File: config.mk
export PLATFORM = sky130hd
export DESIGN_NAME = reg_file
export DESIGN_NICKNAME = d
export VERILOG_FILES = /design/src/mips_pkg.sv /design/src/reg_file.sv
export SDC_FILE = /design/constraint.sdc
export NUM_CORES = 2
export LEC_CHECK = 0
export ABC_AREA = 1
export ABC_CLOCK_PERIOD_IN_PS = 2000
export BUFFER_PORTS_ARGS = -buffer_cell sky130_fd_sc_hd__buf_2
export CAP_MARGIN = 10
export CORE_UTILIZATION = 35
export DETAILED_ROUTE_END_ITERATION = 6
export SKIP_LAST_GASP = 1
export SLEW_MARGIN = 20
export SYNTH_ARGS = -nofsm -noshare
export SYNTH_HDL_FRONTEND = slang
export SYNTH_SLANG_ARGS = --single-unit
File: constraint.sdc
create_clock -name clk -period 2 [get_ports clk]
set_input_delay 0.4 -clock clk [delete_from_list [all_inputs] [get_ports clk]]
set_output_delay 0.4 -clock clk [all_outputs]
set_load 0.01 [all_outputs]
File: src/mips_pkg.sv
package mips_pkg;

	////////////////////////////////////////
	// widths
	////////////////////////////////////////

	localparam int NUM_REGS = 32;

	typedef logic [31:0] word_t;
	typedef logic [4:0]  reg_addr_t;
	// opcode and funct fields
	typedef logic [5:0]  op_field_t;

	////////////////////////////////////////
	// decode selectors
	////////////////////////////////////////

	// register field feeding an operand port
	typedef enum logic [1:0] {
		OPND_NONE = 2'b00,
		OPND_RS   = 2'b01,
		OPND_RT   = 2'b10
	} opnd_sel_t;

	// destination register field
	typedef enum logic [1:0] {
		DST_NONE = 2'b00,
		DST_RT   = 2'b10,
		DST_RD   = 2'b11
	} dst_sel_t;

	typedef enum logic [3:0] {
		ALU_AND = 4'b0000,
		ALU_OR  = 4'b0001,
		ALU_ADD = 4'b0010,
		ALU_XOR = 4'b0011,
		ALU_NOR = 4'b0100,
		ALU_SRL = 4'b0101,
		ALU_SUB = 4'b0110,
		ALU_SLT = 4'b0111,
		ALU_SLL = 4'b1000
	} alu_op_t;

	typedef enum logic [3:0] {
		HILO_NONE,
		HILO_MTHI,
		HILO_MTLO,
		HILO_MULT,
		HILO_MULTU,
		HILO_MADD,
		HILO_MADDU,
		HILO_MSUB,
		HILO_MSUBU
	} hilo_op_t;

	// where the write-back value comes from
	typedef enum logic [2:0] {
		RES_ALU,
		RES_HI,
		RES_LO,
		RES_MUL_LO,
		RES_LUI
	} res_src_t;

endpackage

File: src/reg_file.sv
`timescale 1ns/100ps

module reg_file import mips_pkg::*; (
	input  logic      clk,
	input  logic      rst_n,
	input  reg_addr_t ra_addr,
	input  reg_addr_t rb_addr,
	input  reg_addr_t wr_addr,
	input  logic      wr_en,
	input  word_t     wr_data,
	output word_t     ra_data,
	output word_t     rb_data
);

	word_t regs [NUM_REGS];

	always_ff @(posedge clk or negedge rst_n) begin
		if (!rst_n) begin
			for (int i = 0; i < NUM_REGS; i++)
				regs[i] <= '0;
		end else if (wr_en && (wr_addr != '0)) begin
			regs[wr_addr] <= wr_data;
		end
	end

	// register 0 is hard-wired
	assign ra_data = (ra_addr == '0) ? '0 : regs[ra_addr];
	assign rb_data = (rb_addr == '0) ? '0 : regs[rb_addr];

endmodule

==> flow_metrics.py <==
metrics = {
    "run_status": {
        "violations": "negative setup slack",
        "status": "finished with violations",
    },
    "die": {
        "io_pins": 114,
        "die_area_mm2": 0.164,
        "start_util_pct": 35.4,
        "die_h_um": 406,
        "dieWidth_um": 406,
        "core_area_mm2": 0.161,
        "rows": 147,
    },
    "logic_synthesis": {
        "synth_seq_area_share_pct": 45.0,
        "synthesis.instances": 8327,
        "ys_types": 29,
        "synth_seq_cells": 1024,
        "synthesis.nets": 8377,
        "syn_area_per_cell_um2": 6.85,
        "synth_area_leaders": "dfrtp_1 45%, nand2_1 20%, nand3_1 12%, a21oi_1 5.5%, nor2_1 5.4%",
        "syn-cell-area_mm2": 0.0570,
        "netlist.area_leader.share_pct": 45.0,
        "synth_warnings": 0,
        "yosysTopAreaCell": "dfrtp_1",
    },
    "clock_tree": {
        "clock_sinks": 1024,
        "cts_htree_levels": 3,
        "clockBufferDepth": 3,
        "insertion_delay_ns": 0.78,
        "cts_root_buf": "clkbuf_16",
        "cts_tree": "built",
        "worst_setup_hold_path_clk_slew_ns": 0.06,
        "cts_buffers": 115,
    },
    "timing": {
        "final_max_slew_viol_count": 0,
        "fin_crit_ns": 2.57,
        "hold_violations": 0,
        "max_freq_mhz": 390,
        "worst_pin_slew_ns": 0.853,
        "skew_ns": 0,
        "setup_ws_ns": -0.567,
        "fin_crit_sh_pct": 128,
        "setup_viol": 64,
        "max_slew_margin_pct": 42.8,
        "rsz0062_at_grt": "yes",
    },
    "final_layout": {
        "fin_cells": 10800,
        "drive_gt1_share_pct": 17.2,
        "fill_cells": 16100,
        "regArea_mm2": 0.0256,
        "largest_reg_flops": 1024,
        "multi_input_area_mm2": 0.0294,
        "final_nets": 8609,
        "utilization_pct": 45.1,
        "largestRegisters": "regs: 1024 flops",
        "syn2layout_area_growth_pct": 27.4,
        "largest-register": "regs",
    },
    "global_routing": {
        "grt_pass1_vias": 56700,
        "grt_pass1_wl_um": 360000,
        "gr-total-overflow": 0,
        "antenna_found_initial": 6,
        "grt_max_degree": 80,
        "grtUsageTotal_pct": 28.7,
    },
    "pwr": {
        "peakVddDrop_v": 0.000826,
        "cellPowerDensity_mw_per_mm2": 942,
        "power.leakage_uw": 0.0339,
    },
    "place": {
        "post-place-cells": 10400,
        "place_congestion": 0.915,
        "hpwl_um": 152000,
        "port_buffers": 113,
    },
    "min_path": {
        "hold_depth": 3,
        "hp-class": "primary input to register",
    },
    "detailed_routing": {
        "drtPass1Iterations": 6,
        "totalWireLength_um": 241000,
        "drcViolationCount": 0,
        "drt_iter0_drc": 7849,
        "via_count": 60700,
        "avgRoutedWirePerCell_um": 22.3,
        "detail_route.vias_per_cell": 5.61,
        "ant_nets": 0,
    },
    "critical_path": {
        "critical_path_class": "register to primary output",
        "reg2reg_slack_ns": 0.09,
        "cp.required_ns": 1.60,
        "arrival_ns": 2.17,
        "critPathCaptureType": "primary output",
        "reg2reg_depth": 13,
        "startpoint_type": "register",
        "path_max_fanout": 3,
    },
    "flow_run": {
        "drv_cap": 0,
    },
}
-- worst max-delay path: stages (launching register included) --
cell     delay [ns]
dfrtp_1        0.41
nand2_1        0.07
nand3_1        0.08
nand3_1        0.08
nand2_1        0.07
nand2_1        0.10
nand3_2        0.10
nand2_2        0.06
nor2_4         0.29
buf_6          0.15
-- placed cells by master, fill, tap and decap left out, drive strengths merged, types with 4 or more instances in the layout --
| master | instances |
|---|---|
| nand2 | 2988 |
| nand3 | 1376 |
| dfrtp | 1024 |
| buf | 844 |
| nor2 | 829 |
| a21oi | 643 |
| o21ai | 573 |
| clkbuf | 169 |
| inv | 113 |
| clkinv | 22 |
| dlygate4sd3 | 20 |
| bufinv | 19 |
| o211ai | 16 |
| nor3 | 7 |
| diode | 4 |
| clkinvlp | 4 |
-- cell families (layout without fill, tap and decap cells) --
logic type             after synthesis  count (layout)  synth area share [%]
and+or+nand+nor                   5203            5203                  37.8
AOI/OAI and AO/OA                 1232            1232                  11.0
DFF                               1024            1024                  45.0
buffers and inverters              868            1193                  6.30
other                                0               4                     0
-- metrics by stage --
stage,total power (µW),cell area [µm²],setup slack [ns],hold WS (ns),TNS (ns)
global route,71900,72600,-0.645,0.0845,-30.23
detailed placement,43200,65200,-0.563,0.331,-31.69
global placement,42800,65200,-0.558,0.334,-28.72
floorplan,37600,57300,-0.00362,0.104,-0.0599
CTS,67500,71100,-0.601,0.0532,-27.40
finish,68400,72600,-0.567,0.0728,-25.32
-- layout make-up --
class / instances / share of cell area [%]
Inverter: 112 / 0.670
Timing Repair Buffer: 870 / 14.1
Timing Repair inverter: 1 / 0.0121
Antenna cell: 4 / 0.0138
Multi-Input combinational cell: 6435 / 40.5
Clock inverter: 45 / 1.11
Tap cell: 2160 / 3.72
Clock buffer: 165 / 4.53
Sequential cell: 1024 / 35.3
-- worst paths after layout --
path                        startpoint           to
setup / recovery              regs[80]  rb_data[16]
hold / removal             wr_data[18]    regs[690]
setup reg to reg             regs[707]    regs[707]
hold reg to reg             regs[1020]   regs[1020]
max in group asynchronous        rst_n    regs[898]
min in group asynchronous        rst_n    regs[498]
-- where the power goes --
| group | internal [µW] | switching [µW] |
|---|---|---|
| sequential | 25100 | 3660 |
| clock | 13800 | 9380 |
| combinational | 7140 | 9270 |
-- metal layers --
metal  share of wire (%)  track usage, %  vias up  wire, µm
met5              0.0029               0        -         7
met4                 4.6            12.4        2     11100
met3                  10            5.45      629     25200
met2                  43            43.4     3510    104000
met1                  42            40.0    29000    101000
li1                    -               -    27500         -
-- synthesized netlist by cell type --
| cell type | number |
|---|---|
| nand2_1 | 2979 |
| o21ai_1 | 26 |
| o211ai_1 | 16 |
| clkbuf_1 | 504 |
| nand3_1 | 1371 |
| nor3_1 | 5 |
| a21oi_2 | 16 |
| inv_2 | 8 |
| nand3_2 | 5 |
| nor2_1 | 814 |
| a21oi_1 | 627 |
| nand2_4 | 3 |
| dfrtp_1 | 1024 |
| nor2_4 | 9 |
| nor2_8 | 5 |
| nand4_1 | 1 |
| buf_1 | 76 |
| clkinv_1 | 2 |
| buf_4 | 36 |
| nor4_4 | 2 |
| nand2_2 | 6 |
| nor3_2 | 2 |
| inv_1 | 101 |
| o21ai_0 | 547 |
| nor2_2 | 1 |
| buf_6 | 3 |
| inv_6 | 1 |
| clkbuf_2 | 2 |
| buf_2 | 135 |
-- what timing repair did --
| item | in CTS | in global routing |
|---|---|---|
| resized for setup | 305 | 270 |
| setup buffers | 84 | 82 |
| pin swaps | 309 | 348 |
| hold endpoints to repair | 266 | 0 |
| cloned | 3 | 4 |
| hold buffers | 20 | 0 |
| setup endpoints to repair | 64 | 65 |
(Power assumes the default switching activity.)
