`config.mk`:
```
export PLATFORM = sky130hd
export DESIGN_NAME = alu
export DESIGN_NICKNAME = d
export VERILOG_FILES = /design/src/mips_pkg.sv /design/src/alu.sv
export SDC_FILE = /design/constraint.sdc
export NUM_CORES = 1
export LEC_CHECK = 0
export BUFFER_PORTS_ARGS = -buffer_cell sky130_fd_sc_hd__buf_2
export CORE_MARGIN = 5
export CORE_UTILIZATION = 35
export DETAILED_ROUTE_END_ITERATION = 8
export GPL_ROUTABILITY_DRIVEN = 0
export PLACE_DENSITY = 0.62
export SLEW_MARGIN = 10
export SYNTH_ARGS = -nofsm -noshare
export SYNTH_HDL_FRONTEND = slang
export SYNTH_SLANG_ARGS = --single-unit
```
`constraint.sdc`:
```
create_clock -name vclk -period 5.43
set_input_delay 1.086 -clock vclk [all_inputs]
set_output_delay 1.086 -clock vclk [all_outputs]
set_load 0.02 [all_outputs]
```
`src/mips_pkg.sv`:
```
package mips_pkg;

	////////////////////////////////////////
	// widths
	////////////////////////////////////////

	localparam int NUM_REGS = 32;

	typedef logic [31:0] word_t;
	typedef logic [4:0]  reg_addr_t;
	// opcode and funct fields
	typedef logic [5:0]  op_field_t;

	////////////////////////////////////////
	// decode selectors
	////////////////////////////////////////

	// register field feeding an operand port
	typedef enum logic [1:0] {
		OPND_NONE = 2'b00,
		OPND_RS   = 2'b01,
		OPND_RT   = 2'b10
	} opnd_sel_t;

	// destination register field
	typedef enum logic [1:0] {
		DST_NONE = 2'b00,
		DST_RT   = 2'b10,
		DST_RD   = 2'b11
	} dst_sel_t;

	typedef enum logic [3:0] {
		ALU_AND = 4'b0000,
		ALU_OR  = 4'b0001,
		ALU_ADD = 4'b0010,
		ALU_XOR = 4'b0011,
		ALU_NOR = 4'b0100,
		ALU_SRL = 4'b0101,
		ALU_SUB = 4'b0110,
		ALU_SLT = 4'b0111,
		ALU_SLL = 4'b1000
	} alu_op_t;

	typedef enum logic [3:0] {
		HILO_NONE,
		HILO_MTHI,
		HILO_MTLO,
		HILO_MULT,
		HILO_MULTU,
		HILO_MADD,
		HILO_MADDU,
		HILO_MSUB,
		HILO_MSUBU
	} hilo_op_t;

	// where the write-back value comes from
	typedef enum logic [2:0] {
		RES_ALU,
		RES_HI,
		RES_LO,
		RES_MUL_LO,
		RES_LUI
	} res_src_t;

endpackage

```
`src/alu.sv`:
```
`timescale 1ns/100ps

module alu import mips_pkg::*; (
	input  word_t      a,
	input  word_t      b,
	input  logic [4:0] shamt,
	input  alu_op_t    op,
	output word_t      result,
	output logic       overflow
);

	word_t sum;
	word_t diff;
	logic  add_ovf;
	logic  sub_ovf;

	assign sum  = a + b;
	assign diff = a - b;

	// signed overflow: sign of result disagrees with the operands
	assign add_ovf = (a[31] == b[31]) && (sum[31] != a[31]);
	assign sub_ovf = (a[31] != b[31]) && (diff[31] != a[31]);

	always_comb begin
		overflow = 1'b0;
		case (op)
			ALU_AND: result = a & b;
			ALU_OR:  result = a | b;
			ALU_XOR: result = a ^ b;
			ALU_NOR: result = ~(a | b);
			ALU_ADD: begin
				result   = sum;
				overflow = add_ovf;
			end
			ALU_SUB: begin
				result   = diff;
				overflow = sub_ovf;
			end
			ALU_SLT: result = {31'b0, $signed(a) < $signed(b)};
			// shifts act on a, which carries rt
			ALU_SLL: result = a << shamt;
			ALU_SRL: result = a >> shamt;
			default: result = '0;
		endcase
	end

endmodule

```
==> metrics, run 1 <==
status finished clean; Leak 4.106 nW; design area 8967 sq um; post-detail-place hpwl 28.65 mm; critical path endpoint result[29]; Fin. Hold Viols 0; Core Util, Final 40.96%; Syn-to-layout area delta 14.73%; CP Cell Sequence buf_2, inv_1, ha_1, o21ba_2, nor4_1, o21ai_1, a21oi_2, o211ai_1, o2111ai_2, a31oi_1, o41ai_1, nand2b_1, a32o_1, buf_2; Max Cap Viol 0; synth unique cells 71; syn nets 1412; class of the worst hold path primary input to primary output; initial antenna violation count 2; Row Count 54; DR WL/cell 21.99 um; CP max stage cell o2111ai_2; vias in the first global route 9376; switching share of power 63.04%; Final ANT Viol Nets 0; Hold Buf Count CTS 0; Pins Over Slew Limit 0; number of cells on the critical path 14; P per Cell Area 110.3 nW/um^2; CP max stage delay 430 ps; fin nets 1494; WL final 35.18 mm; via count 10190; I/O Buffers 106; boundary pin count 106; fmax 187.3 MHz; Setup CP Type primary input to primary output; Die Ht 159.4 um; Worst Tran Pin Value 932.6 ps; Hold Path Origin a[31]; Top cell by count, worst path buf_2; Commonest cells post-synth nand2_1, nor2_1, a21oi_1; 1st-iter DRT viols 1598; post-route setup TNS 0 ps; total gr overflow 0; Die X 159.4 um; share of cell area taken by muxes after synthesis 11.81%; slew margin rel. 37.26%; CP max FO 4; Yosys warning count 0; Internal 0.0003654 W; Cell Area, Synth 7816 sq um; top-count cell post-synth nand2_1; drt pass-1 iters 6; Vias/cell 6.369; largest family of logic cells by synthesized area compound AO/OA/AOI/OAI gates; Synth Area in Compound Gates 37.99%; Synth Area per Inst 6.303 sq um; area share of the largest cell type after synthesis 15.53%; Switch Pwr 0.0006233 W; Setup-failing EPs final 0; Synth Instances 1240; Synth Area in Adders 16.04%; Peak supply drop 48.25 uV; cell taking the most area after synthesis ha_1; Clock power frac 0%; Initial Util 35.71%; WP data required 4340 ps; cell area after placement 8899 sq um; Area contributors post-synth ha_1, a21oi_1, o21ai_0; CP startpoint b[1]; simple-gate share of the synthesized area 21.43%; register area 0 sq um; core area 21890 sq um; worst path bufs/invs 3; Synth Area in XOR/XNOR 3.138%; fin crit share 98.34%; largest net degree at the start of global routing 69; Final min period 5340 ps; global-route wire length before repair 53.56 mm; RSZ-0062 raised after global routing true; CP startpoint kind primary input; crit path DAT 4250 ps; layout sequential cell count 0; DR DRC count 0; Reg power frac 0%; clkbuf count 0; largest delay contributor family on the critical path compound AO/OA/AOI/OAI gates; sequential area share after synthesis 0%; share of layout cells above drive strength 1 17.12%; setup ws final 90.09 ps; GRT Total Usage 25.50%; pre-CTS setup slack -54.04 ps; Inserted Diodes 0; Die ar. 25420 sq um; Gate power share 100.0%; CP Capture Type primary output
==> metal layers <==
| metal | GRT usage, % | vias up | wire, um |
|---|---|---|---|
| met5 | 0 | - | 11 |
| met4 | 9.849 | 2 | 1862 |
| met3 | 4.142 | 133 | 4024 |
| met2 | 40.20 | 696 | 15210 |
| met1 | 34.84 | 4704 | 14070 |
| li1 | - | 4655 | - |
==> final cells by class <==
type	count	area [sq um]
fill	2389	12920
inverter	95	356.6
tap	280	350.3
multi-input combinational	1048	7144
timing repair buffer	177	1116
==> stage by stage <==
| stage | cells | hold slack, ps | total power (W) |
|---|---|---|---|
| after floorplan | 1240 | 2307 | 0.0006168 |
| after global placement | 1599 | 2646 | 0.0009365 |
| after detailed placement | 1599 | 2650 | 0.0009381 |
| after CTS | 1599 | 2648 | 0.0009435 |
| after global routing | 1600 | 2693 | 0.001055 |
| final | 1600 | 2647 | 0.0009887 |
==> worst min-delay path, cell delays in order <==
cell,delay [ps]
buf_2,210
a211oi_1,100
buf_2,160
==> repair_timing <==
action | 4_1_cts | 5_1_grt
setup endpoints to repair | 1 | 11
buffers inserted | 0 | 1
resized for setup | 1 | 15
pin swaps | 0 | 5
==> power by group through the flow <==
stage / sequential (W) / clock (W) / combinational (W)
floorplan: 0 / 0 / 0.000617
global placement: 0 / 0 / 0.000937
detailed placement: 0 / 0 / 0.000938
CTS: 0 / 0 / 0.000943
global route: 0 / 0 / 0.00105
finish: 0 / 0 / 0.000989
==> placed cells by master (no fill, tap or decap), types with 10 or more instances in the layout <==
| cell | n |
|---|---|
| nor3_1 | 19 |
| buf_2 | 105 |
| a21oi_1 | 126 |
| o21bai_1 | 11 |
| nand3_1 | 13 |
| o22ai_1 | 15 |
| nor2_1 | 136 |
| nand2_1 | 138 |
| nand2b_1 | 15 |
| a31oi_1 | 10 |
| o21ai_0 | 123 |
| a211oi_1 | 21 |
| mux2_2 | 12 |
| a21o_1 | 18 |
| o31ai_1 | 14 |
| buf_4 | 68 |
| inv_1 | 94 |
| nor2b_1 | 15 |
| o211ai_1 | 23 |
| mux4_2 | 15 |
| mux2i_1 | 45 |
| xnor2_1 | 21 |
| ha_1 | 97 |
| a221oi_1 | 28 |
==> worst min-delay path by stage <==
stage | end | depth (start not counted)
final | overflow | 3
after global routing | overflow | 3
after CTS | overflow | 3
after detailed placement | overflow | 3
after global placement | overflow | 3
after floorplan | overflow | 1
==> cells by family after synthesis <==
group,after synthesis
XOR/XNOR,28
AND/OR/NAND/NOR,380
buffers and inverters,192
adder cells (fa/ha/maj),99
AO/OA/AOI/OAI,469
multiplexers,72
Power figures use the tool's default switching activity.
==> inputs of run 2 (changes only) <==
--- a/config.mk
+++ b/config.mk
@@ -5,12 +5,13 @@
 export SDC_FILE = /design/constraint.sdc
 export NUM_CORES = 1
 export LEC_CHECK = 0
-export BUFFER_PORTS_ARGS = -buffer_cell sky130_fd_sc_hd__buf_2
+export CORE_ASPECT_RATIO = 1.4
 export CORE_MARGIN = 5
 export CORE_UTILIZATION = 35
 export DETAILED_ROUTE_END_ITERATION = 8
+export DONT_BUFFER_PORTS = 1
 export GPL_ROUTABILITY_DRIVEN = 0
-export PLACE_DENSITY = 0.62
+export PLACE_DENSITY = 0.58
 export SLEW_MARGIN = 10
 export SYNTH_ARGS = -nofsm -noshare
 export SYNTH_HDL_FRONTEND = slang
==> metrics, run 2 (synthesized netlist as in run 1, its figures left out) <==
worst path bufs/invs 2 (-1); Initial Util 35.62% (-0.081 points); DR DRC count 0 (unchanged); global-route wire length before repair 52.65 mm (-1.7%); share of layout cells above drive strength 1 8.493% (-8.6 points); CP max stage delay 420 ps (about the same); total gr overflow 0 (unchanged); fmax 191.1 MHz (+2.0%); CP Cell Sequence inv_1, ha_1, fa_1, o21bai_1, a211oi_2, o21bai_1, a311o_1, a2111o_1, a31oi_2, o31ai_1, o221ai_1, xnor2_1, o21ai_0, buf_4; Fillers 2424 (+1.5%); GRT Total Usage 26.05% (+0.55 points); largest delay contributor family on the critical path compound AO/OA/AOI/OAI gates; WP data required 4340 ps (about the same); Switch Pwr 0.0005383 W (-14%); Clock power frac 0% (unchanged); CP max stage cell fa_1; Gate power share 100.0% (about the same); Power Total 0.0008638 W (-13%); Syn-to-layout area delta 6.179%; CP max FO 6 (+2); Final ANT Viol Nets 0 (unchanged); Die X 136.3 um (-15%); setup ws final 196.9 ps (+106.9 ps); Max Cap Viol 0 (unchanged); Worst Tran Pin Value 886.3 ps (-46.23 ps); Setup-failing EPs final 0 (unchanged); Peak supply drop 49.51 uV (+2.6%); Fin. Hold Viols 0 (unchanged); switching share of power 62.31% (-0.73 points); layout sequential cell count 0 (unchanged); commonest non-fill, non-tap cell in the layout nand2_1; Die ar. 25460 sq um (+0.17%); initial antenna violation count 0 (-2); Core Util, Final 37.82% (-3.1 points); Setup CP Type primary input to primary output; fin crit share 96.37% (-2.0 points); Reg power frac 0% (unchanged); register area 0 sq um (unchanged); 1st-iter DRT viols 1204 (-25%); Vias/cell 6.487 (+1.9%); post-detail-place hpwl 28.63 mm (about the same); vias in the first global route 9225 (-1.6%); multi-input logic area 7111 sq um (-0.47%); Row Count 64 (+19%); Inserted Diodes 0 (unchanged); core area 21940 sq um (+0.23%); class of the worst hold path primary input to primary output; slew margin rel. 40.29% (+3.0 points); drt pass-1 iters 8 (+2); CP Capture Type primary output; fin nets 1375 (-8.0%); most frequent cells in the layout nand2_1, nor2_1, a21oi_1; Top cell by count, worst path o21bai_1; largest net degree at the start of global routing 89 (+29%); Die Ht 186.8 um (+17%); status finished clean; boundary pin count 106 (unchanged); Leak 3.587 nW (-13%); Final min period 5233 ps (-106.9 ps); clkbuf count 0 (unchanged); via count 9717 (-4.6%); CP startpoint kind primary input; I/O Buffers 0 (-100%); P per Cell Area 104.1 nW/um^2 (-5.6%); post-route setup TNS 0 ps (unchanged); crit path DAT 4150 ps (-100 ps); RSZ-0062 raised after global routing true; DR WL/cell 23.60 um (+7.3%); pre-CTS setup slack 147.8 ps (+201.8 ps); Internal 0.0003256 W (-11%); Hold Buf Count CTS 0 (unchanged); WL final 35.36 mm (+0.50%); Pins Over Slew Limit 0 (unchanged)
==> run 2: cell types whose count changed in the layout (fill, tap and decap cells not counted), moves of 2 or more <==
cell / change
buf_4: -12
buf_12: -2
buf_2: -105
o21ai_1: -3
o21ai_0: +3
==> run 2: path summary, 6_finish.rpt <==
kind | to | slack, ps | cells after the start | start
setup / recovery | result[26] | 200 | 14 | a[0]
hold / removal | overflow | 2380 | 2 | a[31]
==> run 2: power by group through the flow <==
| stage | logic [W] | registers (W) | clock network [W] |
|---|---|---|---|
| floorplan | 0.000617 | 0 | 0 |
| global placement | 0.000831 | 0 | 0 |
| detailed placement | 0.000829 | 0 | 0 |
| CTS | 0.000833 | 0 | 0 |
| global route | 0.000919 | 0 | 0 |
| finish | 0.000864 | 0 | 0 |
==> run 2: final cells by class <==
cell class | count | area share [%]
repair buffers | 58 | 5.548
multi-input cells | 1048 | 85.68
well taps | 297 | 4.478
inverters | 95 | 4.297
==> run 2: metrics by stage <==
| stage | area (sq um) | hold slack [ps] | instances |
|---|---|---|---|
| final | 8299 | 2377 | 1498 |
| after global routing | 8299 | 2399 | 1498 |
| after CTS | 8274 | 2378 | 1498 |
| after detailed placement | 8274 | 2378 | 1498 |
| after global placement | 8274 | 2378 | 1498 |
| after floorplan | 7816 | 2307 | 1240 |
==> run 2: metal layers <==
metal / vias to the layer above / track usage [%] / wire [um] / part of all wire [%]
met5: - / 0 / 0 / 0
met4: 0 / 17.42 / 3127 / 8.8
met3: 172 / 4.656 / 3254 / 9.2
met2: 633 / 42.83 / 16110 / 46
met1: 4493 / 30.47 / 12870 / 36
li1: 4419 / - / - / -
==> run 2: timing repair <==
item                       in CTS  in global routing
setup buffers                   0                  0
resized for setup               0                  5
setup endpoints to repair       0                  6
