==> config.mk <==
export PLATFORM = sky130hd
export DESIGN_NAME = inst_decode
export DESIGN_NICKNAME = d
export VERILOG_FILES = /design/src/mips_pkg.sv /design/src/inst_decode.sv
export SDC_FILE = /design/constraint.sdc
export NUM_CORES = 1
export LEC_CHECK = 0
export BUFFER_PORTS_ARGS = -buffer_cell sky130_fd_sc_hd__clkbuf_2
export CAP_MARGIN = 30
export CORE_MARGIN = 2
export CORE_UTILIZATION = 32
export DETAILED_ROUTE_END_ITERATION = 7
export PLACE_DENSITY = 0.69
export SLEW_MARGIN = 10
export SYNTH_ARGS = -nofsm -noshare
export SYNTH_HDL_FRONTEND = slang
export SYNTH_SLANG_ARGS = --single-unit
==> constraint.sdc <==
create_clock -name vclk -period 1.7
set_input_delay 0.34 -clock vclk [all_inputs]
set_output_delay 0.34 -clock vclk [all_outputs]
set_load 0.1 [all_outputs]
==> src/mips_pkg.sv <==
package mips_pkg;

	////////////////////////////////////////
	// widths
	////////////////////////////////////////

	localparam int NUM_REGS = 32;

	typedef logic [31:0] word_t;
	typedef logic [4:0]  reg_addr_t;
	// opcode and funct fields
	typedef logic [5:0]  op_field_t;

	////////////////////////////////////////
	// decode selectors
	////////////////////////////////////////

	// register field feeding an operand port
	typedef enum logic [1:0] {
		OPND_NONE = 2'b00,
		OPND_RS   = 2'b01,
		OPND_RT   = 2'b10
	} opnd_sel_t;

	// destination register field
	typedef enum logic [1:0] {
		DST_NONE = 2'b00,
		DST_RT   = 2'b10,
		DST_RD   = 2'b11
	} dst_sel_t;

	typedef enum logic [3:0] {
		ALU_AND = 4'b0000,
		ALU_OR  = 4'b0001,
		ALU_ADD = 4'b0010,
		ALU_XOR = 4'b0011,
		ALU_NOR = 4'b0100,
		ALU_SRL = 4'b0101,
		ALU_SUB = 4'b0110,
		ALU_SLT = 4'b0111,
		ALU_SLL = 4'b1000
	} alu_op_t;

	typedef enum logic [3:0] {
		HILO_NONE,
		HILO_MTHI,
		HILO_MTLO,
		HILO_MULT,
		HILO_MULTU,
		HILO_MADD,
		HILO_MADDU,
		HILO_MSUB,
		HILO_MSUBU
	} hilo_op_t;

	// where the write-back value comes from
	typedef enum logic [2:0] {
		RES_ALU,
		RES_HI,
		RES_LO,
		RES_MUL_LO,
		RES_LUI
	} res_src_t;

endpackage

==> src/inst_decode.sv <==
`timescale 1ns/100ps

module inst_decode import mips_pkg::*; (
	input  word_t     inst,
	output opnd_sel_t rega_sel,
	output opnd_sel_t regb_sel,
	output logic      use_imm,
	output logic      imm_sign,
	output logic      res_signed,
	output alu_op_t   alu_op,
	output hilo_op_t  hilo_op,
	output res_src_t  res_src,
	output logic      mem_rd,
	output logic      mem_we,
	output logic      wb_we,
	output dst_sel_t  dst_sel,
	output logic      syscall,
	output logic      unknown
);

	op_field_t op;
	op_field_t fn;
	reg_addr_t rs;
	logic      r_type, special2, cop0;

	logic is_sll, is_srl, is_jr, is_jalr, is_syscall;
	logic is_mfhi, is_mthi, is_mflo, is_mtlo, is_mult, is_multu;
	logic is_add, is_addu, is_sub, is_subu;
	logic is_and, is_or, is_xor, is_nor, is_slt, is_sltu;
	logic is_j, is_jal, is_beq, is_bne;
	logic is_addi, is_addiu, is_slti, is_sltiu, is_andi, is_ori, is_xori, is_lui;
	logic is_mfc0, is_mtc0, is_eret;
	logic is_madd, is_maddu, is_mul, is_msub, is_msubu;
	logic is_lw, is_sw, is_cache;
	logic arith, bitwise, itype, mul_wb, mul_rd;

	assign op = inst[31:26];
	assign rs = inst[25:21];
	assign fn = inst[5:0];

	assign r_type   = (op == 6'h00);
	assign special2 = (op == 6'h1c);
	assign cop0     = (op == 6'h10);

	////////////////////////////////////////
	// instruction recognition
	////////////////////////////////////////

	// SPECIAL, selected by funct
	assign is_sll     = r_type & (fn == 6'h00);
	assign is_srl     = r_type & (fn == 6'h02);
	assign is_jr      = r_type & (fn == 6'h08);
	assign is_jalr    = r_type & (fn == 6'h09);
	assign is_syscall = r_type & (fn == 6'h0c);
	assign is_mfhi    = r_type & (fn == 6'h10);
	assign is_mthi    = r_type & (fn == 6'h11);
	assign is_mflo    = r_type & (fn == 6'h12);
	assign is_mtlo    = r_type & (fn == 6'h13);
	assign is_mult    = r_type & (fn == 6'h18);
	assign is_multu   = r_type & (fn == 6'h19);
	assign is_add     = r_type & (fn == 6'h20);
	assign is_addu    = r_type & (fn == 6'h21);
	assign is_sub     = r_type & (fn == 6'h22);
	assign is_subu    = r_type & (fn == 6'h23);
	assign is_and     = r_type & (fn == 6'h24);
	assign is_or      = r_type & (fn == 6'h25);
	assign is_xor     = r_type & (fn == 6'h26);
	assign is_nor     = r_type & (fn == 6'h27);
	assign is_slt     = r_type & (fn == 6'h2a);
	assign is_sltu    = r_type & (fn == 6'h2b);

	// primary opcodes
	assign is_j     = (op == 6'h02);
	assign is_jal   = (op == 6'h03);
	assign is_beq   = (op == 6'h04);
	assign is_bne   = (op == 6'h05);
	assign is_addi  = (op == 6'h08);
	assign is_addiu = (op == 6'h09);
	assign is_slti  = (op == 6'h0a);
	assign is_sltiu = (op == 6'h0b);
	assign is_andi  = (op == 6'h0c);
	assign is_ori   = (op == 6'h0d);
	assign is_xori  = (op == 6'h0e);
	assign is_lui   = (op == 6'h0f);
	assign is_lw    = (op == 6'h23);
	assign is_sw    = (op == 6'h2b);
	assign is_cache = (op == 6'h2f);

	// coprocessor 0, selected by rs
	assign is_mfc0 = cop0 & (rs == 5'h00);
	assign is_mtc0 = cop0 & (rs == 5'h04);
	assign is_eret = cop0 & (rs == 5'h10) & (fn == 6'h18);

	// SPECIAL2 multiply group
	assign is_madd  = special2 & (fn == 6'h00);
	assign is_maddu = special2 & (fn == 6'h01);
	assign is_mul   = special2 & (fn == 6'h02);
	assign is_msub  = special2 & (fn == 6'h04);
	assign is_msubu = special2 & (fn == 6'h05);

	assign unknown = ~|{is_sll, is_srl, is_jr, is_jalr, is_syscall,
		is_mfhi, is_mthi, is_mflo, is_mtlo, is_mult, is_multu,
		is_add, is_addu, is_sub, is_subu,
		is_and, is_or, is_xor, is_nor, is_slt, is_sltu,
		is_j, is_jal, is_beq, is_bne,
		is_addi, is_addiu, is_slti, is_sltiu, is_andi, is_ori, is_xori, is_lui,
		is_mfc0, is_mtc0, is_eret,
		is_madd, is_maddu, is_mul, is_msub, is_msubu,
		is_lw, is_sw, is_cache};

	// instruction classes
	assign arith   = |{is_add, is_addu, is_sub, is_subu};
	assign bitwise = |{is_slt, is_and, is_or, is_xor, is_nor};
	assign itype   = |{is_addi, is_addiu, is_andi, is_ori, is_slti, is_xori};
	assign mul_wb  = |{is_mul, is_mfhi, is_mflo};
	assign mul_rd  = |{is_mult, is_multu, is_mul, is_madd, is_maddu, is_msub, is_msubu};

	////////////////////////////////////////
	// steering controls
	////////////////////////////////////////

	assign use_imm    = |{itype, is_srl, is_sll, is_lw, is_sw};
	assign imm_sign   = |{is_lw, is_sw, is_addi, is_addiu, is_slti};
	assign res_signed = |{is_add, is_sub, is_addi};
	assign mem_rd     = is_lw;
	assign mem_we     = is_sw;
	assign syscall    = is_syscall;
	// lw has no load return, so it writes nothing
	assign wb_we      = |{arith, bitwise, itype, mul_wb, is_srl, is_sll, is_lui};

	always_comb begin
		// shifts work on rt through port a
		if (|{arith, bitwise, itype, mul_rd, is_mthi, is_mtlo, is_lw, is_sw})
			rega_sel = OPND_RS;
		else if (is_srl | is_sll)
			rega_sel = OPND_RT;
		else
			rega_sel = OPND_NONE;

		regb_sel = (|{arith, bitwise, mul_rd, is_sw}) ? OPND_RT : OPND_NONE;

		if (|{itype, is_lui})
			dst_sel = DST_RT;
		else if (|{arith, bitwise, mul_wb, is_srl, is_sll})
			dst_sel = DST_RD;
		else
			dst_sel = DST_NONE;
	end

	always_comb begin
		if (|{is_add, is_addu, is_lw, is_sw, is_addi, is_addiu})
			alu_op = ALU_ADD;
		else if (is_sub | is_subu)
			alu_op = ALU_SUB;
		else if (is_slt | is_slti)
			alu_op = ALU_SLT;
		else if (is_or | is_ori)
			alu_op = ALU_OR;
		else if (is_xor | is_xori)
			alu_op = ALU_XOR;
		else if (is_nor)
			alu_op = ALU_NOR;
		else if (is_srl)
			alu_op = ALU_SRL;
		else if (is_sll)
			alu_op = ALU_SLL;
		else
			alu_op = ALU_AND;

		if (is_mfhi)
			res_src = RES_HI;
		else if (is_mflo)
			res_src = RES_LO;
		else if (is_mul)
			res_src = RES_MUL_LO;
		else if (is_lui)
			res_src = RES_LUI;
		else
			res_src = RES_ALU;
	end

	// mul itself leaves HI/LO alone
	always_comb begin
		if (is_mthi)
			hilo_op = HILO_MTHI;
		else if (is_mtlo)
			hilo_op = HILO_MTLO;
		else if (is_mult)
			hilo_op = HILO_MULT;
		else if (is_multu)
			hilo_op = HILO_MULTU;
		else if (is_madd)
			hilo_op = HILO_MADD;
		else if (is_maddu)
			hilo_op = HILO_MADDU;
		else if (is_msub)
			hilo_op = HILO_MSUB;
		else if (is_msubu)
			hilo_op = HILO_MSUBU;
		else
			hilo_op = HILO_NONE;
	end

endmodule

==> impl_metrics.json, run 1 <==
{
  "syn_avg_cell_area_um2": 6.57,
  "status": "aborted with a tool error",
  "synth_cell_types": 56,
  "failing_step": "5_1_grt",
  "synth_warnings": 0,
  "grt_max_degree": 15,
  "gp_congestion": 0.899,
  "dp_slack_ns": -0.539,
  "firstError": "[ERROR DPL-0038] Utilization greater than 100%, impossible to legalize",
  "endpoint_type": "top-level output",
  "ys_seq_area_frac": 0,
  "synth_fp_nets": 164,
  "dp_hpwl_um": 3280,
  "die_w_um": 56.1,
  "ctsHoldBuffers": 0,
  "num_rows": 18,
  "synthCells": 132,
  "ios": 57,
  "dpl_cell_area_mm2": 0.00203,
  "mappedNetlistArea_um2": 867,
  "initial_core_util": 0.344,
  "die_y_um": 56.1,
  "numPortBuffers": 41,
  "crit_endpoint": "unknown"
}
-- cells by family after synthesis --
group                      Yosys count  synth area share
muxes                                1            0.0115
and+or+nand+nor                     81             0.593
buffers and inverters               16            0.0967
other                                1           0.00432
adders and majority gates            1            0.0115
AOI/OAI and AO/OA                   31             0.273
xor gates and xnor gates             1            0.0101
-- cells in the mapped netlist (2+ instances only) --
master / n / area (µm²)
nand2b_1: 4 / 25.0
nand2_1: 12 / 45.0
and4_1: 2 / 17.5
buf_4: 2 / 15.0
o21ai_1: 4 / 20.0
o211ai_1: 4 / 30.0
or3_1: 2 / 12.5
inv_1: 2 / 7.51
nor2_1: 13 / 48.8
nor3_1: 4 / 20.0
nor4_1: 5 / 31.3
nand3b_1: 4 / 30.0
and4b_1: 2 / 20.0
nand4b_1: 4 / 35.0
nand3_1: 5 / 25.0
clkbuf_1: 3 / 11.3
nor4bb_1: 2 / 20.0
nor2b_1: 6 / 37.5
nand4_1: 3 / 18.8
nor4b_1: 2 / 17.5
buf_2: 7 / 35.0
nand4bb_1: 2 / 22.5
a41o_1: 2 / 20.0
a21oi_1: 2 / 10.0
o21ai_0: 3 / 15.0
-- through the flow --
stage           util  instances
2_1_floorplan      -        132
3_3_place_gp   0.807        241
3_5_place_dp   0.807        241
4_1_cts        0.951        251
-- what timing repair did --
action,CTS
pin swaps,17
gates resized for setup,52
endpoints found under the setup margin,24
setup buffers,10
endpoints found under the hold margin,0
==> inputs of run 2 (changes only) <==
Settings changed: CORE_UTILIZATION 32 to 20, PLACE_DENSITY 0.69 to not set, PLACE_DENSITY_LB_ADDON set to 0.15.
Clock period 1.7 ns to 2.2 ns, I/O delays scaled along.
==> run 2 against run 1 <==
  * The flow now finishes, with violations (setup timing)
  * Synthesized cell count did not move
  * Synthesized area is the same
==> impl_metrics.json, run 2 <==
{
  "die_y_um": 69.8,
  "finalSetupViolCount": 13,
  "drcViolationCount": 0,
  "synth_top_area_frac": 0.0563,
  "power_density_mw_per_mm2": 149,
  "p_comb_frac": 1.000,
  "p_int_mw": 0.140,
  "synth_warnings": 0,
  "wl_um": 3970,
  "finalMaxSlewViolations": 0,
  "layout.cells.non_filler": 257,
  "setup_tns_ns": -1.19,
  "placedCellCount": 250,
  "ys_seq_area_frac": 0,
  "setup_slack_ns": -0.139,
  "seqPwrFrac": 0,
  "grt_max_degree": 15,
  "track_usage": 0.157,
  "drtIter0Drc": 28,
  "numPortBuffers": 41,
  "finalInstanceArea_mm2": 0.00229,
  "fin_crit_ns": 2.34,
  "final_nets": 241,
  "synth.most_common_cell": "nor2_1",
  "wl_per_cell_um": 15.4,
  "rsz0062_at_grt": "yes",
  "whs_ns": 1.35,
  "ios": 57,
  "hp-class": "input pin to output pin",
  "ys_top_cells_by_area": "nor2_1 (5.6%), nand2_1 (5.2%), nor2b_1 (4.3%), buf_2 (4.0%), nand4b_1 (4.0%)",
  "core_area_mm2": 0.00409,
  "num-fill-cells": 374,
  "synthCells": 132,
  "dp_hpwl_um": 3060,
  "yosysTopAreaCell": "nor2_1",
  "final_layout_size_suffix_gt1_frac": 0.667,
  "finalHoldViolCount": 0,
  "nFlopsAndLatches": 0,
  "area.growth.synth_to_final_pct": 164,
  "antenna_found_initial": 0,
  "die_area_mm2": 0.00488,
  "cp-start-kind": "input pin",
  "viasPerCell": 5.19,
  "ant_nets": 0,
  "layout_commonest_cell": "buf_4",
  "cp-end-kind": "output pin",
  "status": "finished with violations",
  "first_pass_iters": 4,
  "cap_violations": 0,
  "cp.required_ns": 1.76,
  "dpl_cell_area_mm2": 0.00193,
  "via_count": 1333,
  "synth_fp_nets": 164,
  "synth_cell_types": 56,
  "grt_first_pass_wirelength_um": 6550,
  "overflow": 0,
  "n_antenna_cell": 0,
  "mappedNetlistArea_um2": 867,
  "nClkBuffers": 0,
  "num_rows": 23,
  "ff_latch_area_um2": 0,
  "gp_congestion": 0.826,
  "die_w_um": 69.8,
  "switchingPower_mw": 0.201,
  "max_freq_ghz": 0.428,
  "ir_drop_mv": 0.0667,
  "initial_core_util": 0.212,
  "worstPathArrival_ns": 1.90,
  "crit_type": "input pin to output pin",
  "final_cell_mix": "buf_4 (37), buf_12 (25), buf_6 (12)",
  "clkPwrFrac": 0,
  "switching_share": 0.589,
  "yosys-top-cells-count": "nor2_1 (13), nand2_1 (12), buf_2 (7)",
  "grt_pass1_vias": 1372,
  "p_leak_nw": 0.899,
  "cp_max_fo": 3,
  "syn_avg_cell_area_um2": 6.57,
  "violations": "setup timing",
  "period_share": 1.06
}
## run 2: cell counts after synthesis
No cell type changed its count.
## run 2: cell type report
| cell class | instances | area [µm²] | share of cell area |
|---|---|---|---|
| inverters | 2 | 7.51 | 0.00328 |
| multi-input cells | 116 | 1190 | 0.519 |
| well taps | 50 | 62.6 | 0.0273 |
| repair buffers | 89 | 1030 | 0.451 |
## run 2: logic make-up (layout without fill, tap and decap cells)
group | after synthesis | in the layout | synth area share
adders and majority gates | 1 | 1 | 0.0115
other | 1 | 1 | 0.00432
AOI/OAI and AO/OA | 31 | 31 | 0.273
xor gates and xnor gates | 1 | 1 | 0.0101
buffers and inverters | 16 | 91 | 0.0967
and+or+nand+nor | 81 | 81 | 0.593
muxes | 1 | 1 | 0.0115
## run 2: timing repair
item,CTS,global route
buffers inserted,4,3
hold buffers,0,0
resized for setup,23,41
pin swaps,18,17
endpoints found under the setup margin,15,19
## run 2: final timing paths
check / slack (ns) / to / cells past startpoint / from
max: -0.14 / wb_we / 6 / inst[5]
min: 1.35 / res_src[2] / 4 / inst[31]
## run 2: routing by layer
layer	vias up	track usage	share of wire	routed length [µm]
met2	35	0.307	0.57	2260
met3	0	0.00145	0.034	134
li1	664	-	-	-
met5	-	0	0	0
met1	634	0.201	0.40	1570
met4	0	0	0	0
## run 2: stage by stage
| stage | util | power (mW) | worst slack, ns |
|---|---|---|---|
| 6_report | 0.561 | 0.341 | -0.139 |
| 5_1_grt | 0.561 | 0.359 | -0.171 |
| 4_1_cts | 0.515 | 0.315 | -0.139 |
| 3_5_place_dp | 0.473 | 0.299 | -0.245 |
| 3_3_place_gp | 0.473 | 0.294 | -0.233 |
| 2_1_floorplan | - | 0.186 | -1.01 |
## run 2: critical path, stage by stage
cell and delay [ns]:
buf_6 0.09, or4b_4 0.59, nor2_4 0.16, a21boi_4 0.07
o211ai_1 0.27, clkbuf_16 0.27
## run 2: power groups by stage
stage                     combinational [mW]  sequential, mW  clock, mW
final                                  0.341               0          0
after global routing                   0.359               0          0
after CTS                              0.315               0          0
after detailed placement               0.299               0          0
after global placement                 0.294               0          0
after floorplan                        0.186               0          0
Note: power is estimated with default switching activity, not from simulation.
==> inputs of run 3 (changes only) <==
Settings changed: ABC_AREA set to 1, PLACE_DENSITY_LB_ADDON 0.15 to not set.
==> run 3 against run 2 <==
  * The run still ends with setup timing left
  * Power fell by 15%
  * Wire length fell by 1.8%
  * Via count rose by 15%
  * Sequential share of layout area did not move
  * Flip-flop and latch count did not move
  * Core utilization fell by 10 points
  * Synthesized cell count rose by 58%
  * Final area fell by 3.1%
  * Global-route usage fell by 1.3 points
  * First-iteration DRC count rose by 93%
  * Combinational power fell by 15%
  * Setup slack improved by 0.12 ns
  * Critical endpoint is now dst_sel[0]
  * Largest power group unchanged
==> impl_metrics.json, run 3 <==
{
  "final_cell_mix": "nand2_1 (40), buf_4 (38), nor2_1 (36)",
  "cp-start-kind": "input pin",
  "crit_path_frequent_cell": "nor2_4",
  "crit_family": "simple AND/OR/NAND/NOR gates",
  "setup_slack_ns": -0.0158,
  "period_share": 1.01,
  "area.growth.synth_to_final_pct": 118,
  "ys_seq_area_frac": 0,
  "grt_max_degree": 11,
  "ir_drop_mv": 0.101,
  "viasPerCell": 4.31,
  "use_met1": 0.202,
  "overflow": 0,
  "n_antenna_cell": 0,
  "cp-end-kind": "output pin",
  "final_nets": 322,
  "status": "finished with violations",
  "layout.cells.non_filler": 355,
  "rsz0062_at_grt": "yes",
  "finalHoldViolCount": 0,
  "synth.most_common_cell": "nand2_1",
  "syn_avg_cell_area_um2": 4.89,
  "violations": "setup timing",
  "placedCellCount": 349,
  "grt_first_pass_wirelength_um": 6530,
  "grtUsageMet2": 0.255,
  "grt_use_met3": 0.00265,
  "ios": 57,
  "synth_top_area_frac": 0.170,
  "fin_crit_ns": 2.22,
  "die_y_um": 75.3,
  "initial_core_util": 0.211,
  "final_layout_size_suffix_gt1_frac": 0.497,
  "whs_ns": 1.28,
  "wl_per_cell_um": 11.0,
  "die_area_mm2": 0.00567,
  "power_density_mw_per_mm2": 131,
  "dp_slack_ns": -0.0576,
  "numPortBuffers": 41,
  "busiest_layer": "met2",
  "ff_latch_area_um2": 0,
  "yosys-top-cells-count": "nand2_1 (46), nor2_1 (44), inv_1 (31)",
  "max_freq_ghz": 0.451,
  "ant_nets": 0,
  "cp.required_ns": 1.76,
  "mappedNetlistArea_mm2": 0.00102,
  "drtIter0Drc": 54,
  "crit_type": "input pin to output pin",
  "synth_fp_nets": 240,
  "dp_hpwl_um": 3320,
  "via_count": 1529,
  "p_leak_nw": 1.14,
  "worstPathArrival_ns": 1.78,
  "ys_top_cells_by_area": "nand2_1 (17%), nor2_1 (16%), nand3_1 (12%), inv_1 (11%), nor2_4 (8.9%)",
  "grt_pass1_vias": 1476,
  "wl_um": 3890,
  "cp.buffers_inverters": 4,
  "core_area_mm2": 0.00482,
  "finalMaxSlewViolations": 0,
  "hp-class": "input pin to output pin",
  "cp_max_fo": 8,
  "nClkBuffers": 0,
  "finalSetupViolCount": 4,
  "cap_violations": 0,
  "num-fill-cells": 492,
  "yosysTopAreaCell": "nand2_1",
  "synthCells": 208,
  "path_cells": "buf_6 -> nor2_4 -> nand3_4 -> nor2_4 -> inv_4 -> nor2_4 -> nor2_4 -> buf_12 -> nand2_8 -> buf_12",
  "num_rows": 25,
  "layout_commonest_cell": "nand2_1",
  "first_pass_iters": 4,
  "drcViolationCount": 0,
  "cpMaxStageDelayCell": "nor2_4",
  "synth_cell_types": 21,
  "die_w_um": 75.3,
  "nFlopsAndLatches": 0,
  "track_usage": 0.143,
  "antenna_found_initial": 0,
  "gp_congestion": 0.878,
  "critPathMaxStageDelay_ns": 0.21,
  "synth_warnings": 0
}
[run 3: changes by cell type in the layout (fill, tap and decap cells not counted), sizes merged, moves of 4 or more]
cell    change
nor2       +49
nand2      +37
inv        +36
nand3      +23
buf        -11
nor2b       -6
nor4        -6
clkbuf      +4
nand2b      -4
nand4       +4
nand4b      -4
[run 3: final timing paths]
check / start / cells past startpoint / end / slack, ns
worst min-delay path: inst[29] / 3 / mem_rd / 1.28
worst max-delay path: inst[27] / 10 / dst_sel[0] / -0.02
[run 3: final cells by class]
| class | count | area [µm²] | area share |
|---|---|---|---|
| inverters | 38 | 145 | 0.0653 |
| multi-input cells | 168 | 1050 | 0.475 |
| well taps | 67 | 83.8 | 0.0377 |
| repair buffers | 82 | 938 | 0.422 |
[run 3: logic make-up (layout without fill, tap and decap cells)]
logic type,count (synthesis),after routing,share of synthesized area
buffers and inverters,41,120,0.166
and+or+nand+nor,152,153,0.749
other,1,1,0.00369
AOI/OAI and AO/OA,14,14,0.0812
[run 3: report_power, final]
part	leakage, nW	switching (mW)	internal, mW
combinational	1.14	0.187	0.103
sequential	0	0	0
clock	0	0	0
total	1.14	0.187	0.103
[run 3: routing by layer]
layer | wire [µm] | vias to the layer above | part of all wire
met5 | 0 | - | 0
met4 | 27 | 0 | 0.0069
met3 | 215 | 2 | 0.055
met2 | 1890 | 48 | 0.49
met1 | 1760 | 658 | 0.45
li1 | - | 821 | -
[run 3: metrics by stage]
| stage | util | instance area, µm² | TNS (ns) | power [mW] |
|---|---|---|---|---|
| floorplan | - | 1150 | -4.62 | 0.163 |
| global placement | 0.425 | 2050 | -0.199 | 0.272 |
| detailed placement | 0.425 | 2050 | -0.199 | 0.273 |
| CTS | 0.440 | 2120 | -0.0114 | 0.279 |
| global route | 0.461 | 2220 | -0.773 | 0.309 |
| finish | 0.461 | 2220 | -0.0376 | 0.290 |
[run 3: timing repair]
action                                  4_1_cts  5_1_grt
cloned                                        0        1
endpoints found under the setup margin       10       14
buffers inserted                              3        2
hold buffers                                  0        0
pin swaps                                     5       14
resized for setup                            10       26
